`src/dev_entropy_pkg.sv`:
```
/*
 * Device entropy shared constants
 * Word, rate and counter widths plus the fast-start length
 */
`default_nettype none

package dev_entropy_pkg;

  // Source word
  localparam int WordW   = 32;               // Bits per entropy word
  localparam int BitIdxW = $clog2(WordW);    // Bit index inside a word

  // Rate setting, interval is 2**setting cycles
  localparam int RateW = 4;

  // Pacer countdown, max reload 2**15 - 1
  localparam int CntW = 16;

  // Fast start after reset
  localparam int FastStartBits = 64;         // Bits at one per cycle
  localparam int FastCntW      = $clog2(FastStartBits + 1);  // Counts 0..64

endpackage : dev_entropy_pkg

`default_nettype wire

```
`src/sync_2ff.sv`:
```
/*
 * Two-flop synchronizer
 * Brings an asynchronous control bus into clk_dev_i, resets to zero
 */
`timescale 1ns/10ps
`default_nettype none

module sync_2ff #(
  parameter int Width = 1
) (
  input  logic             clk_dev_i,
  input  logic             rst_ni,
  input  logic [Width-1:0] d_i,        // Asynchronous input
  output logic [Width-1:0] q_o         // Synchronized output
);

  logic [Width-1:0] meta_q;            // First stage, may go metastable

  always_ff @(posedge clk_dev_i or negedge rst_ni) begin
    if (!rst_ni) begin
      meta_q <= '0;
      q_o    <= '0;
    end else begin
      meta_q <= d_i;
      q_o    <= meta_q;                // Second stage settles
    end
  end

endmodule : sync_2ff

`default_nettype wire

```
`src/entropy_word_rx.sv`:
```
/*
 * Entropy word receiver
 * Four-phase req/ack slave toward the source, valid/ready toward the packer
 */
`timescale 1ns/10ps
`default_nettype none

module entropy_word_rx (
  input  logic                              clk_dev_i,
  input  logic                              rst_ni,
  // Source side, four-phase
  input  logic                              src_req_i,
  input  logic [dev_entropy_pkg::WordW-1:0] src_data_i,   // Stable while req high
  output logic                              src_ack_o,
  // Packer side, valid/ready
  output logic                              word_valid_o,
  output logic [dev_entropy_pkg::WordW-1:0] word_data_o,
  input  logic                              word_ready_i
);

  import dev_entropy_pkg::*;

  logic             req_sync;        // Request in clk_dev_i
  logic             ack_q;           // Acknowledge state
  logic             valid_q;         // Holding register full
  logic [WordW-1:0] data_q;          // Holding register
  logic             capture;
  logic             release_ack;
  logic             handoff;

  //////////////////////////////////////////////////////////////////////
  // Request synchronizer
  //////////////////////////////////////////////////////////////////////
  sync_2ff #(
    .Width (1)
  ) u_req_sync (
    .clk_dev_i (clk_dev_i),
    .rst_ni    (rst_ni),
    .d_i       (src_req_i),
    .q_o       (req_sync)
  );

  //////////////////////////////////////////////////////////////////////
  // Handshake control
  //////////////////////////////////////////////////////////////////////

  // New word only when the previous one has left the holding register
  assign capture     = req_sync && !ack_q && !valid_q;
  assign release_ack = ack_q && !req_sync;              // Phase 4
  assign handoff     = valid_q && word_ready_i;         // Packer takes it

  always_ff @(posedge clk_dev_i or negedge rst_ni) begin
    if (!rst_ni) begin
      ack_q <= 1'b0;
    end else if (capture) begin
      ack_q <= 1'b1;
    end else if (release_ack) begin
      ack_q <= 1'b0;
    end
  end

  always_ff @(posedge clk_dev_i or negedge rst_ni) begin
    if (!rst_ni) begin
      valid_q <= 1'b0;
    end else if (capture) begin
      valid_q <= 1'b1;                 // Never set and cleared together
    end else if (handoff) begin
      valid_q <= 1'b0;
    end
  end

  // Payload, source holds it steady until ack
  always_ff @(posedge clk_dev_i) begin
    if (capture) begin
      data_q <= src_data_i;
    end
  end

  assign src_ack_o    = ack_q;
  assign word_valid_o = valid_q;
  assign word_data_o  = data_q;      // Frozen while valid and not ready

endmodule : entropy_word_rx

`default_nettype wire

```
`src/bit_packer.sv`:
```
/*
 * Bit packer
 * Two-word store feeding a 32-to-1 shifter, one bit per take, LSB first
 */
`timescale 1ns/10ps
`default_nettype none

module bit_packer (
  input  logic                              clk_dev_i,
  input  logic                              rst_ni,
  // Word input, valid/ready
  input  logic                              word_valid_i,
  input  logic [dev_entropy_pkg::WordW-1:0] word_data_i,
  output logic                              word_ready_o,
  // Bit output toward the pacer
  output logic                              bit_avail_o,
  output logic                              bit_data_o,
  input  logic                              bit_take_i
);

  import dev_entropy_pkg::*;

  logic [WordW-1:0]   shift_q;       // Active word, bit 0 is next out
  logic [BitIdxW-1:0] idx_q;         // Bits already taken from shift_q
  logic               shift_vld_q;
  logic [WordW-1:0]   buf_q;         // Second slot
  logic               buf_vld_q;
  logic               accept;
  logic               last_bit;
  logic               shift_free;

  assign accept     = word_valid_i && word_ready_o;
  assign last_bit   = bit_take_i && (idx_q == '1);    // Bit 31 leaves now
  assign shift_free = !shift_vld_q || last_bit;       // Shifter can reload

  //////////////////////////////////////////////////////////////////////
  // Shifter control
  //////////////////////////////////////////////////////////////////////
  always_ff @(posedge clk_dev_i or negedge rst_ni) begin
    if (!rst_ni) begin
      shift_vld_q <= 1'b0;
      idx_q       <= '0;
    end else if (shift_free) begin
      shift_vld_q <= buf_vld_q || accept;   // Older word wins
      idx_q       <= '0;
    end else if (bit_take_i) begin
      idx_q <= idx_q + 1'b1;
    end
  end

  always_ff @(posedge clk_dev_i) begin
    if (shift_free) begin
      if (buf_vld_q) begin
        shift_q <= buf_q;
      end else if (accept) begin
        shift_q <= word_data_i;              // Straight in when idle
      end
    end else if (bit_take_i) begin
      shift_q <= shift_q >> 1;
    end
  end

  //////////////////////////////////////////////////////////////////////
  // Second slot
  //////////////////////////////////////////////////////////////////////

  // accept implies the slot is empty
  always_ff @(posedge clk_dev_i or negedge rst_ni) begin
    if (!rst_ni) begin
      buf_vld_q <= 1'b0;
    end else if (accept && !shift_free) begin
      buf_vld_q <= 1'b1;                     // Park behind the shifter
    end else if (shift_free && buf_vld_q) begin
      buf_vld_q <= 1'b0;                     // Moved into the shifter
    end
  end

  always_ff @(posedge clk_dev_i) begin
    if (accept && !shift_free) begin
      buf_q <= word_data_i;
    end
  end

  assign word_ready_o = !buf_vld_q;
  assign bit_avail_o  = shift_vld_q;
  assign bit_data_o   = shift_q[0];

endmodule : bit_packer

`default_nettype wire

```
`src/rate_pacer.sv`:
```
/*
 * Rate pacer
 * Fast start, then one bit strobe every 2**rate cycles while enabled
 */
`timescale 1ns/10ps
`default_nettype none

module rate_pacer (
  input  logic                              clk_dev_i,
  input  logic                              rst_ni,
  input  logic                              dev_en_i,     // Asynchronous
  input  logic [dev_entropy_pkg::RateW-1:0] dev_rate_i,   // Asynchronous
  input  logic                              bit_avail_i,
  input  logic                              bit_data_i,
  output logic                              bit_take_o,
  output logic                              dev_bit_o,
  output logic                              dev_bit_valid_o
);

  import dev_entropy_pkg::*;

  logic                en_sync;
  logic [RateW-1:0]    rate_sync;
  logic [FastCntW-1:0] fast_cnt_q;     // Bits taken during fast start
  logic                fast_start;
  logic                fast_last;
  logic [CntW-1:0]     reload;
  logic [CntW-1:0]     cnt_q;
  logic                pulse;

  sync_2ff #(.Width(1)) u_en_sync (
    .clk_dev_i (clk_dev_i),
    .rst_ni    (rst_ni),
    .d_i       (dev_en_i),
    .q_o       (en_sync)
  );

  sync_2ff #(.Width(RateW)) u_rate_sync (
    .clk_dev_i (clk_dev_i),
    .rst_ni    (rst_ni),
    .d_i       (dev_rate_i),
    .q_o       (rate_sync)
  );

  //////////////////////////////////////////////////////////////////////
  // Fast start and countdown
  //////////////////////////////////////////////////////////////////////
  assign fast_start = (fast_cnt_q != FastCntW'(FastStartBits));
  assign fast_last  = bit_take_o && (fast_cnt_q == FastCntW'(FastStartBits - 1));

  always_ff @(posedge clk_dev_i or negedge rst_ni) begin
    if (!rst_ni) begin
      fast_cnt_q <= '0;
    end else if (fast_start && bit_take_o) begin
      fast_cnt_q <= fast_cnt_q + 1'b1;  // Saturates at FastStartBits
    end
  end

  // Slow interval already applies after the last fast bit
  assign reload = (fast_start && !fast_last) ? '0
                                             : (CntW'(1) << rate_sync) - CntW'(1);

  assign pulse = en_sync && (cnt_q == '0);

  always_ff @(posedge clk_dev_i or negedge rst_ni) begin
    if (!rst_ni) begin
      cnt_q <= '0;
    end else if (pulse) begin
      cnt_q <= reload;
    end else if (en_sync && (cnt_q != '0)) begin
      cnt_q <= cnt_q - 1'b1;            // Holds while disabled
    end
  end

  //////////////////////////////////////////////////////////////////////
  // Bit strobe and output register
  //////////////////////////////////////////////////////////////////////
  assign bit_take_o = pulse && bit_avail_i;   // Empty pulse is lost

  always_ff @(posedge clk_dev_i or negedge rst_ni) begin
    if (!rst_ni) begin
      dev_bit_valid_o <= 1'b0;
      dev_bit_o       <= 1'b0;
    end else begin
      dev_bit_valid_o <= bit_take_o;
      dev_bit_o       <= bit_take_o && bit_data_i;   // Low between strobes
    end
  end

endmodule : rate_pacer

`default_nettype wire

```
`src/dev_entropy.sv`:
```
/*
 * Device entropy delivery, top level
 * Source words in by req/ack, paced single bits out
 */
`timescale 1ns/10ps
`default_nettype none

module dev_entropy (
  input  logic                              clk_dev_i,
  input  logic                              rst_ni,
  input  logic                              dev_en_i,
  input  logic [dev_entropy_pkg::RateW-1:0] dev_rate_i,
  input  logic                              src_req_i,
  input  logic [dev_entropy_pkg::WordW-1:0] src_data_i,
  output logic                              src_ack_o,
  output logic                              dev_bit_o,
  output logic                              dev_bit_valid_o
);

  import dev_entropy_pkg::*;

  logic             word_valid;      // Receiver to packer
  logic [WordW-1:0] word_data;
  logic             word_ready;
  logic             bit_avail;       // Packer to pacer
  logic             bit_data;
  logic             bit_take;

  entropy_word_rx u_word_rx (
    .clk_dev_i    (clk_dev_i),
    .rst_ni       (rst_ni),
    .src_req_i    (src_req_i),
    .src_data_i   (src_data_i),
    .src_ack_o    (src_ack_o),
    .word_valid_o (word_valid),
    .word_data_o  (word_data),
    .word_ready_i (word_ready)
  );

  bit_packer u_packer (
    .clk_dev_i    (clk_dev_i),
    .rst_ni       (rst_ni),
    .word_valid_i (word_valid),
    .word_data_i  (word_data),
    .word_ready_o (word_ready),
    .bit_avail_o  (bit_avail),
    .bit_data_o   (bit_data),
    .bit_take_i   (bit_take)
  );

  rate_pacer u_pacer (
    .clk_dev_i       (clk_dev_i),
    .rst_ni          (rst_ni),
    .dev_en_i        (dev_en_i),
    .dev_rate_i      (dev_rate_i),
    .bit_avail_i     (bit_avail),
    .bit_data_i      (bit_data),
    .bit_take_o      (bit_take),
    .dev_bit_o       (dev_bit_o),
    .dev_bit_valid_o (dev_bit_valid_o)
  );

endmodule : dev_entropy

`default_nettype wire

```
`config.mk`:
```
export PLATFORM = sky130hd
export DESIGN_NAME = dev_entropy
export DESIGN_NICKNAME = d
export VERILOG_FILES = /design/src/dev_entropy_pkg.sv /design/src/sync_2ff.sv /design/src/entropy_word_rx.sv /design/src/bit_packer.sv /design/src/rate_pacer.sv /design/src/dev_entropy.sv
export SDC_FILE = /design/constraint.sdc
export NUM_CORES = 1
export LEC_CHECK = 0
export ABC_AREA = 1
export BUFFER_PORTS_ARGS = -buffer_cell sky130_fd_sc_hd__buf_2
export CORE_AREA = 4 4 148 150
export DETAILED_ROUTE_END_ITERATION = 10
export DIE_AREA = 0 0 152 154
export GPL_TIMING_DRIVEN = 0
export HOLD_SLACK_MARGIN = 0.02
export PLACE_DENSITY = 0.42
export SLEW_MARGIN = 0
export SYNTH_ARGS = -nofsm -noshare
export SYNTH_HDL_FRONTEND = slang
export SYNTH_SLANG_ARGS = --single-unit
```
`constraint.sdc`:
```
create_clock -name clk_dev_i -period 11.9 [get_ports clk_dev_i]
set_clock_uncertainty 0.1 [all_clocks]
set_input_delay 1.19 -clock clk_dev_i [delete_from_list [all_inputs] [get_ports clk_dev_i]]
set_output_delay 1.19 -clock clk_dev_i [all_outputs]
set_load 0.02 [all_outputs]
```
# After elaboration in Yosys (flattened, before gate mapping)
# Cells that the tools add are included.
[word_totals] ff_bits=142 latch_bits=0 n_memories=0 wordCells=73 out_inout_bits=3 mem_bits_rw=0 romBits=0
[classes] magnitude_cmp=0 mul=0 bitwise=0 n_eq_ne=4 mux=15 n_reduce_logical=31 addsub=4 div=0 shifts=1
[op_table] operator="two-way mux 32 bit" n=4
[op_table] operator="two-way mux 16 bit" n=3
[op_table] operator="subtractor 16 x 1 -> 16 bit (second input constant)" n=2
[op_table] operator="zero test 16 bit" n=1
[op_table] operator="nonzero test 16 bit" n=1
[op_table] operator="left shift 1 x 4 -> 16 bit (first input constant)" n=1
[op_table] operator="logical AND 1 bit" n=14
[op_table] operator="two-way mux 5 bit" n=2
[op_table] operator="nonzero test 2 bit" n=5
[op_table] operator="adder 7 x 1 -> 7 bit (second input constant)" n=1
[op_table] operator="equality test 7 x 6 -> 1 bit (second input constant)" n=1
[op_table] operator="zero test 1 bit" n=7
[op_table] operator="!= test 7 bit (second input constant)" n=1
[op_table] operator="two-way mux 1 bit" n=6
[op_table] operator="adder 5 x 1 -> 5 bit (second input constant)" n=1
[op_table] operator="equality test 5 bit (second input constant)" n=1
[op_table] operator="!= test 3 x 1 -> 1 bit (second input constant)" n=1
[op_table] operator="logical OR 1 bit" n=2
[op_table] operator="AND reduction 2 bit" n=1

# Logic depth before layout (Yosys ltp)
[logic_depth] word_depth=8 mapped_depth=13 depth_no_buf=13

# Modules after synthesis
# Synthesis repeated with hierarchy kept, for this count alone.
[unflattened] cells_unflattened=626 hier_area_um2=6337.3
[by_module_without_submodules] module="bit_packer" area_per_inst_um2=3051.7 instances=1 seq_area_each_um2=2097.0 cells_per_inst=308
[by_module_without_submodules] module="rate_pacer" area_per_inst_um2=1934.4 instances=1 seq_area_each_um2=625.6 cells_per_inst=263
[by_module_without_submodules] module="entropy_word_rx" area_per_inst_um2=1051.0 instances=1 seq_area_each_um2=1011.0 cells_per_inst=43
[by_module_without_submodules] module="sync_2ff at u_pacer.u_rate_sync" area_per_inst_um2=200.2 instances=1 seq_area_each_um2=200.2 cells_per_inst=8
[by_module_without_submodules] module="sync_2ff at u_pacer.u_en_sync ..." area_per_inst_um2=50.0 instances=2 seq_area_each_um2=50.0 cells_per_inst=2

# Least setup slack after synthesis
# Ideal clock, no wire load.
[synth_timing] path_kind="reg-to-reg" startpoint="register u_packer.idx_q[0]" endpoint="register u_packer.buf_q[0], enable pin" arrival_time_ns=3.461 stages_incl_launch_ff=9 slack_ns=7.878 setup_time_ns=0.461 t_required_ns=11.339 cell_sequence="dfrtp_1 ha_1 nand2_1 nor2_1 ha_1 inv_1 o21ai_4 buf_2 nor3_1"
[synth_via] elab_chain_len=5
[synth_rtl] element="from (decl)" line="bit_packer.sv:24" rtl="logic [BitIdxW-1:0] idx_q;"
[synth_rtl] element="from (signal assigned)" line="bit_packer.sv:47" rtl="idx_q <= idx_q + 1'b1;"
[synth_rtl] element="equality test 5 bit" line="bit_packer.sv:33" rtl="assign last_bit = bit_take_i && (idx_q == '1);"
[synth_rtl] element="logical AND 1 bit" line="bit_packer.sv:33"
[synth_rtl] element="logical OR 1 bit" line="bit_packer.sv:34" rtl="assign shift_free = !shift_vld_q || last_bit;"
[synth_rtl] element="zero test 1 bit" line="bit_packer.sv:79" rtl="if (accept && !shift_free) begin"
[synth_rtl] element="logical AND 1 bit" line="bit_packer.sv:79"
[synth_rtl] element="to (signal assigned)" line="bit_packer.sv:80" rtl="buf_q <= word_data_i;"
[synth_rtl] element="to (decl)" line="bit_packer.sv:26" rtl="logic [WordW-1:0] buf_q;"
# Every way passes these cells.
# A chain may end at the register's enable or synchronous reset.

# Worst setup path after layout
[layout_timing] startpoint="register u_pacer.cnt_q[0]" endpoint="register u_packer.shift_q[31], enable pin"
[layout_via] elab_chain_len=7 elab_cells_between_ends=8
[layout_rtl] element="from (decl)" line="rate_pacer.sv:28" rtl="logic [CntW-1:0] cnt_q;"
[layout_rtl] element="from (signal assigned)" line="rate_pacer.sv:69" rtl="cnt_q <= reload;"
[layout_rtl] element="from (signal assigned)" line="rate_pacer.sv:71" rtl="cnt_q <= cnt_q - 1'b1;"
[layout_rtl] element="zero test 16 bit *" line="rate_pacer.sv:63" rtl="assign pulse = en_sync && (cnt_q == '0);"
[layout_rtl] element="logical AND 1 bit *" line="rate_pacer.sv:63"
[layout_rtl] element="logical AND 1 bit *" line="rate_pacer.sv:78" rtl="assign bit_take_o = pulse && bit_avail_i;"
[layout_rtl] element="logical AND 1 bit" line="bit_packer.sv:33"
[layout_rtl] element="logical OR 1 bit" line="bit_packer.sv:34"
[layout_rtl] element="!= test 3 x 1 -> 1 bit (no line) or nonzero test 2 bit (tied branches)"
[layout_rtl] element="AND reduction 2 bit (no line) *"
[layout_rtl] element="to (signal assigned)" line="bit_packer.sv:54" rtl="shift_q <= buf_q;"
[layout_rtl] element="to (signal assigned)" line="bit_packer.sv:56" rtl="shift_q <= word_data_i;"
[layout_rtl] element="to (signal assigned)" line="bit_packer.sv:59" rtl="shift_q <= shift_q >> 1;"
[layout_rtl] element="to (decl)" line="bit_packer.sv:23" rtl="logic [WordW-1:0] shift_q;"
# Every way passes the cells marked *; elsewhere a longest branch is shown, timed or not.

==> metrics.yaml <==
outcome:
  status: "complete, no violations"
power:
  peakVddDrop_mv: 0.0893
  internal_power_uw: 944
  power_leakage_uw: 0.00295
  pwr-share-clk_pct: 45.6
  combinationalPowerShare_pct: 7.1
  powerDensity_nw_per_um2: 169
  finalPower_uw: 1260
  swShare_pct: 25.1
  power.net_switching_uw: 315
  seq_power_share_pct: 47.3
yosys:
  seq_area_frac_synth_pct: 65.8
  synth_top_family_by_area: "simple AND/OR/NAND/NOR gates"
  synth-async-reset-ratio_pct: 32.4
  ys.flop_type: "edfxtp_1"
  synth_area_leaders: "edfxtp_1 47%, dfrtp_1 19%, nand2_1 8.8%, nor2_1 4.8%, a31oi_1 3.3%"
  synth_cells: 571
  yosys.cell_types.count: 33
  yosysTopAreaCell: "edfxtp_1"
  netlist_area_um2: 6130
  syn_nets: 618
  yosys.area_share.simple_pct: 18.9
  synth_edf_count: 96
  avgSynthCellArea_um2: 10.7
  synth_top_area_share_pct: 47.0
  synth_compound_area_share_pct: 6.71
  synth-seq-cells: 142
  synthXorXnorAreaFrac_pct: 2.14
  yosysWarnings: 0
  synth_commonest_cells: "143 x nand2_1, 96 x edfxtp_1, 79 x nor2_1"
  yosysMostFrequentCell: "nand2_1"
  muxShareOfSynthArea_pct: 0
  synthAdderAreaFrac_pct: 1.43
worst_setup_path:
  cp_max_fo: 23
  worst_r2r_path_depth: 12
  r2r_slack_ps: 9320
  end_kind: "register"
  crit_type: "reg -> reg"
  critPathMostFrequentCell: "inv_1"
  cpPeakStageDelay_ps: 440
  rr_startpoint: "u_pacer.cnt_q[0]"
  cp.required_ps: 11920
  crit_chain: "inv_1 -> ha_1 -> inv_1 -> nor2_1 -> nand2_1 -> nor2_1 -> nand2_2 -> buf_6 -> nand2_1 -> inv_1 -> a31oi_4 -> buf_16"
  arrival_ps: 2600
  critical_path.slowest_cell: "a31oi_4"
  worstSetupStartpointType: "register"
  rr_endpoint: "u_packer.shift_q[31]"
global_routing:
  grt_util_met2_pct: 18.2
  overflow: 0
  grt-busiest-layer: "met2"
  grt_usage_pct: 10.9
  grtUsageMet3_pct: 3.18
  grt_max_degree: 47
  grt_pass1_vias: 4182
  grt_pass1_wl_um: 20700
  antenna_found_initial: 0
  grt_util_met1_pct: 13.8
cts:
  numCtsBuffers: 17
  clkSlewWorstSetupHoldPaths_ps: 70
  post-cts-setup-buffers: 0
  cts_tree: "done"
  postCtsHoldBufs: 0
  cts-root-buf: "clkbuf_16"
  numClockSinks: 142
  cts_buffer_depth: 2
  insertion_delay_ps: 420
  cts_resized: 0
  cts_max_level: 4
sta:
  layout_setup_ws_ps: 9320
  slew_headroom_pct: 27.8
  hold_viol: 0
  whs_ps: 249
  fin_setup_tns_ps: 0
  period_minus_slack_ps: 2580
  max_freq_mhz: 388
  worst_slew_pin_slew_ps: 1080
  maxSlewViolCount: 0
  fin_crit_sh_pct: 21.7
  setup_violations: 0
  rsz0062_at_grt: "no"
die:
  rows: 53
  num_io_pins: 43
  dieArea_um2: 23400
  fp.dieW_um: 152
  start_util_pct: 29.6
  die_h_um: 154
  core_um2: 20700
routing:
  drc: 0
  wl_per_cell_um: 13.4
  drtIter0Drc: 202
  ant_nets: 0
  drt-pass1-iter-count: 4
  vias: 4143
  via_per_inst: 4.47
  routed_wl_um: 12400
placed_design:
  dp_slack_ps: 9280
  gp_congestion: 0.814
  place_hpwl_um: 8770
  port_buffers: 42
final_layout:
  fillers: 2076
  syn2layout_area_growth_pct: 21.2
  drive_gt1_share_pct: 17.2
  diodes: 0
  nets: 685
worst_hold_path:
  min-delay-start: "u_pacer.u_rate_sync.meta_q[0]"
  worstHoldEndpoint: "u_pacer.u_rate_sync.q_o[0]"
  hold_class: "reg -> reg"
  hold_depth: 0
run:
  max_cap_viol_count: 0
## power by group through the flow
stage                     clock network (uW)  logic, uW  registers [uW]
after floorplan                            0       56.2             600
after global placement                     0       82.8             607
after detailed placement                   0       91.1             606
after CTS                                591       91.2             595
after global routing                     612        103             599
final                                    575       89.3             595
## state kept, by name, indices dropped and copies added, names as in the netlist, 4 cells and up
name and count:
u_pacer.cnt_q 16, u_pacer.fast_cnt_q 7, u_pacer.u_rate_sync.meta_q 4, u_pacer.u_rate_sync.q_o 4
u_packer.buf_q 32, u_packer.idx_q 5, u_packer.shift_q 32, u_word_rx.word_data_o 32
## area by class of cell
type | instances | area [um^2] | area share, %
Buffer | 22 | 158 | 2.12
Clock buffer | 17 | 425 | 5.72
Clock inverter | 15 | 211 | 2.84
Inverter | 39 | 150 | 2.02
Multi-Input combinational cell | 368 | 1820 | 24.4
Sequential cell | 142 | 4030 | 54.3
Tap cell | 275 | 344 | 4.63
Timing Repair Buffer | 48 | 294 | 3.96
## placed cells by master (no fill, tap or decap), types with 14 or more instances in the layout
| cell | instances |
|---|---|
| nand2_1 | 143 |
| edfxtp_1 | 96 |
| nor2_1 | 79 |
| dfrtp_1 | 46 |
| buf_2 | 45 |
| inv_1 | 35 |
| a31oi_1 | 31 |
| a21oi_1 | 27 |
| nand3_1 | 24 |
| clkbuf_16 | 17 |
| buf_6 | 14 |
## worst max-delay path, delay by kind of cell (launching register included)
kind                     cells  cell delay (ps)
AO/OA/AOI/OAI                1              440
adder cells (fa/ha/maj)      1              170
buffers and inverters        5              720
flip-flops                   1              370
AND/OR/NAND/NOR              5              470
## routing by layer
metal | routed length (um) | part of all wire [%]
met5 | 0 | 0
met4 | 95 | 0.77
met3 | 412 | 3.3
met2 | 6140 | 50
met1 | 5740 | 46
## worst max-delay path by stage
| stage | start | cells past startpoint | slack [ps] | endpoint |
|---|---|---|---|---|
| 2_1_floorplan | u_packer.idx_q[0] | 8 | 7880 | u_packer.buf_q[0] |
| 3_3_place_gp | u_packer.idx_q[0] | 8 | 6380 | u_packer.buf_q[9] |
| 3_5_place_dp | u_packer.buf_vld_q | 5 | 9280 | u_packer.shift_q[10] |
| 4_1_cts | u_packer.buf_vld_q | 5 | 9280 | u_packer.shift_q[27] |
| 5_1_grt | u_pacer.cnt_q[0] | 12 | 9050 | u_packer.shift_q[27] |
| 6_report | u_pacer.cnt_q[0] | 12 | 9320 | u_packer.shift_q[31] |
## cells by family after synthesis
kind of cell | after synthesis
AND/OR/NAND/NOR | 276
flip-flops | 142
AO/OA/AOI/OAI | 70
buffers and inverters | 61
XOR/XNOR | 15
adder cells (fa/ha/maj) | 7
## stage by stage
stage	instance area [um^2]	std cells	util, %
2_1_floorplan	6130	571	-
3_3_place_gp	6690	888	32.3
3_5_place_dp	6800	894	32.8
4_1_cts	7430	926	35.9
5_1_grt	7430	926	35.9
6_report	7430	926	35.9
Note: power is estimated with default switching activity, not from simulation.
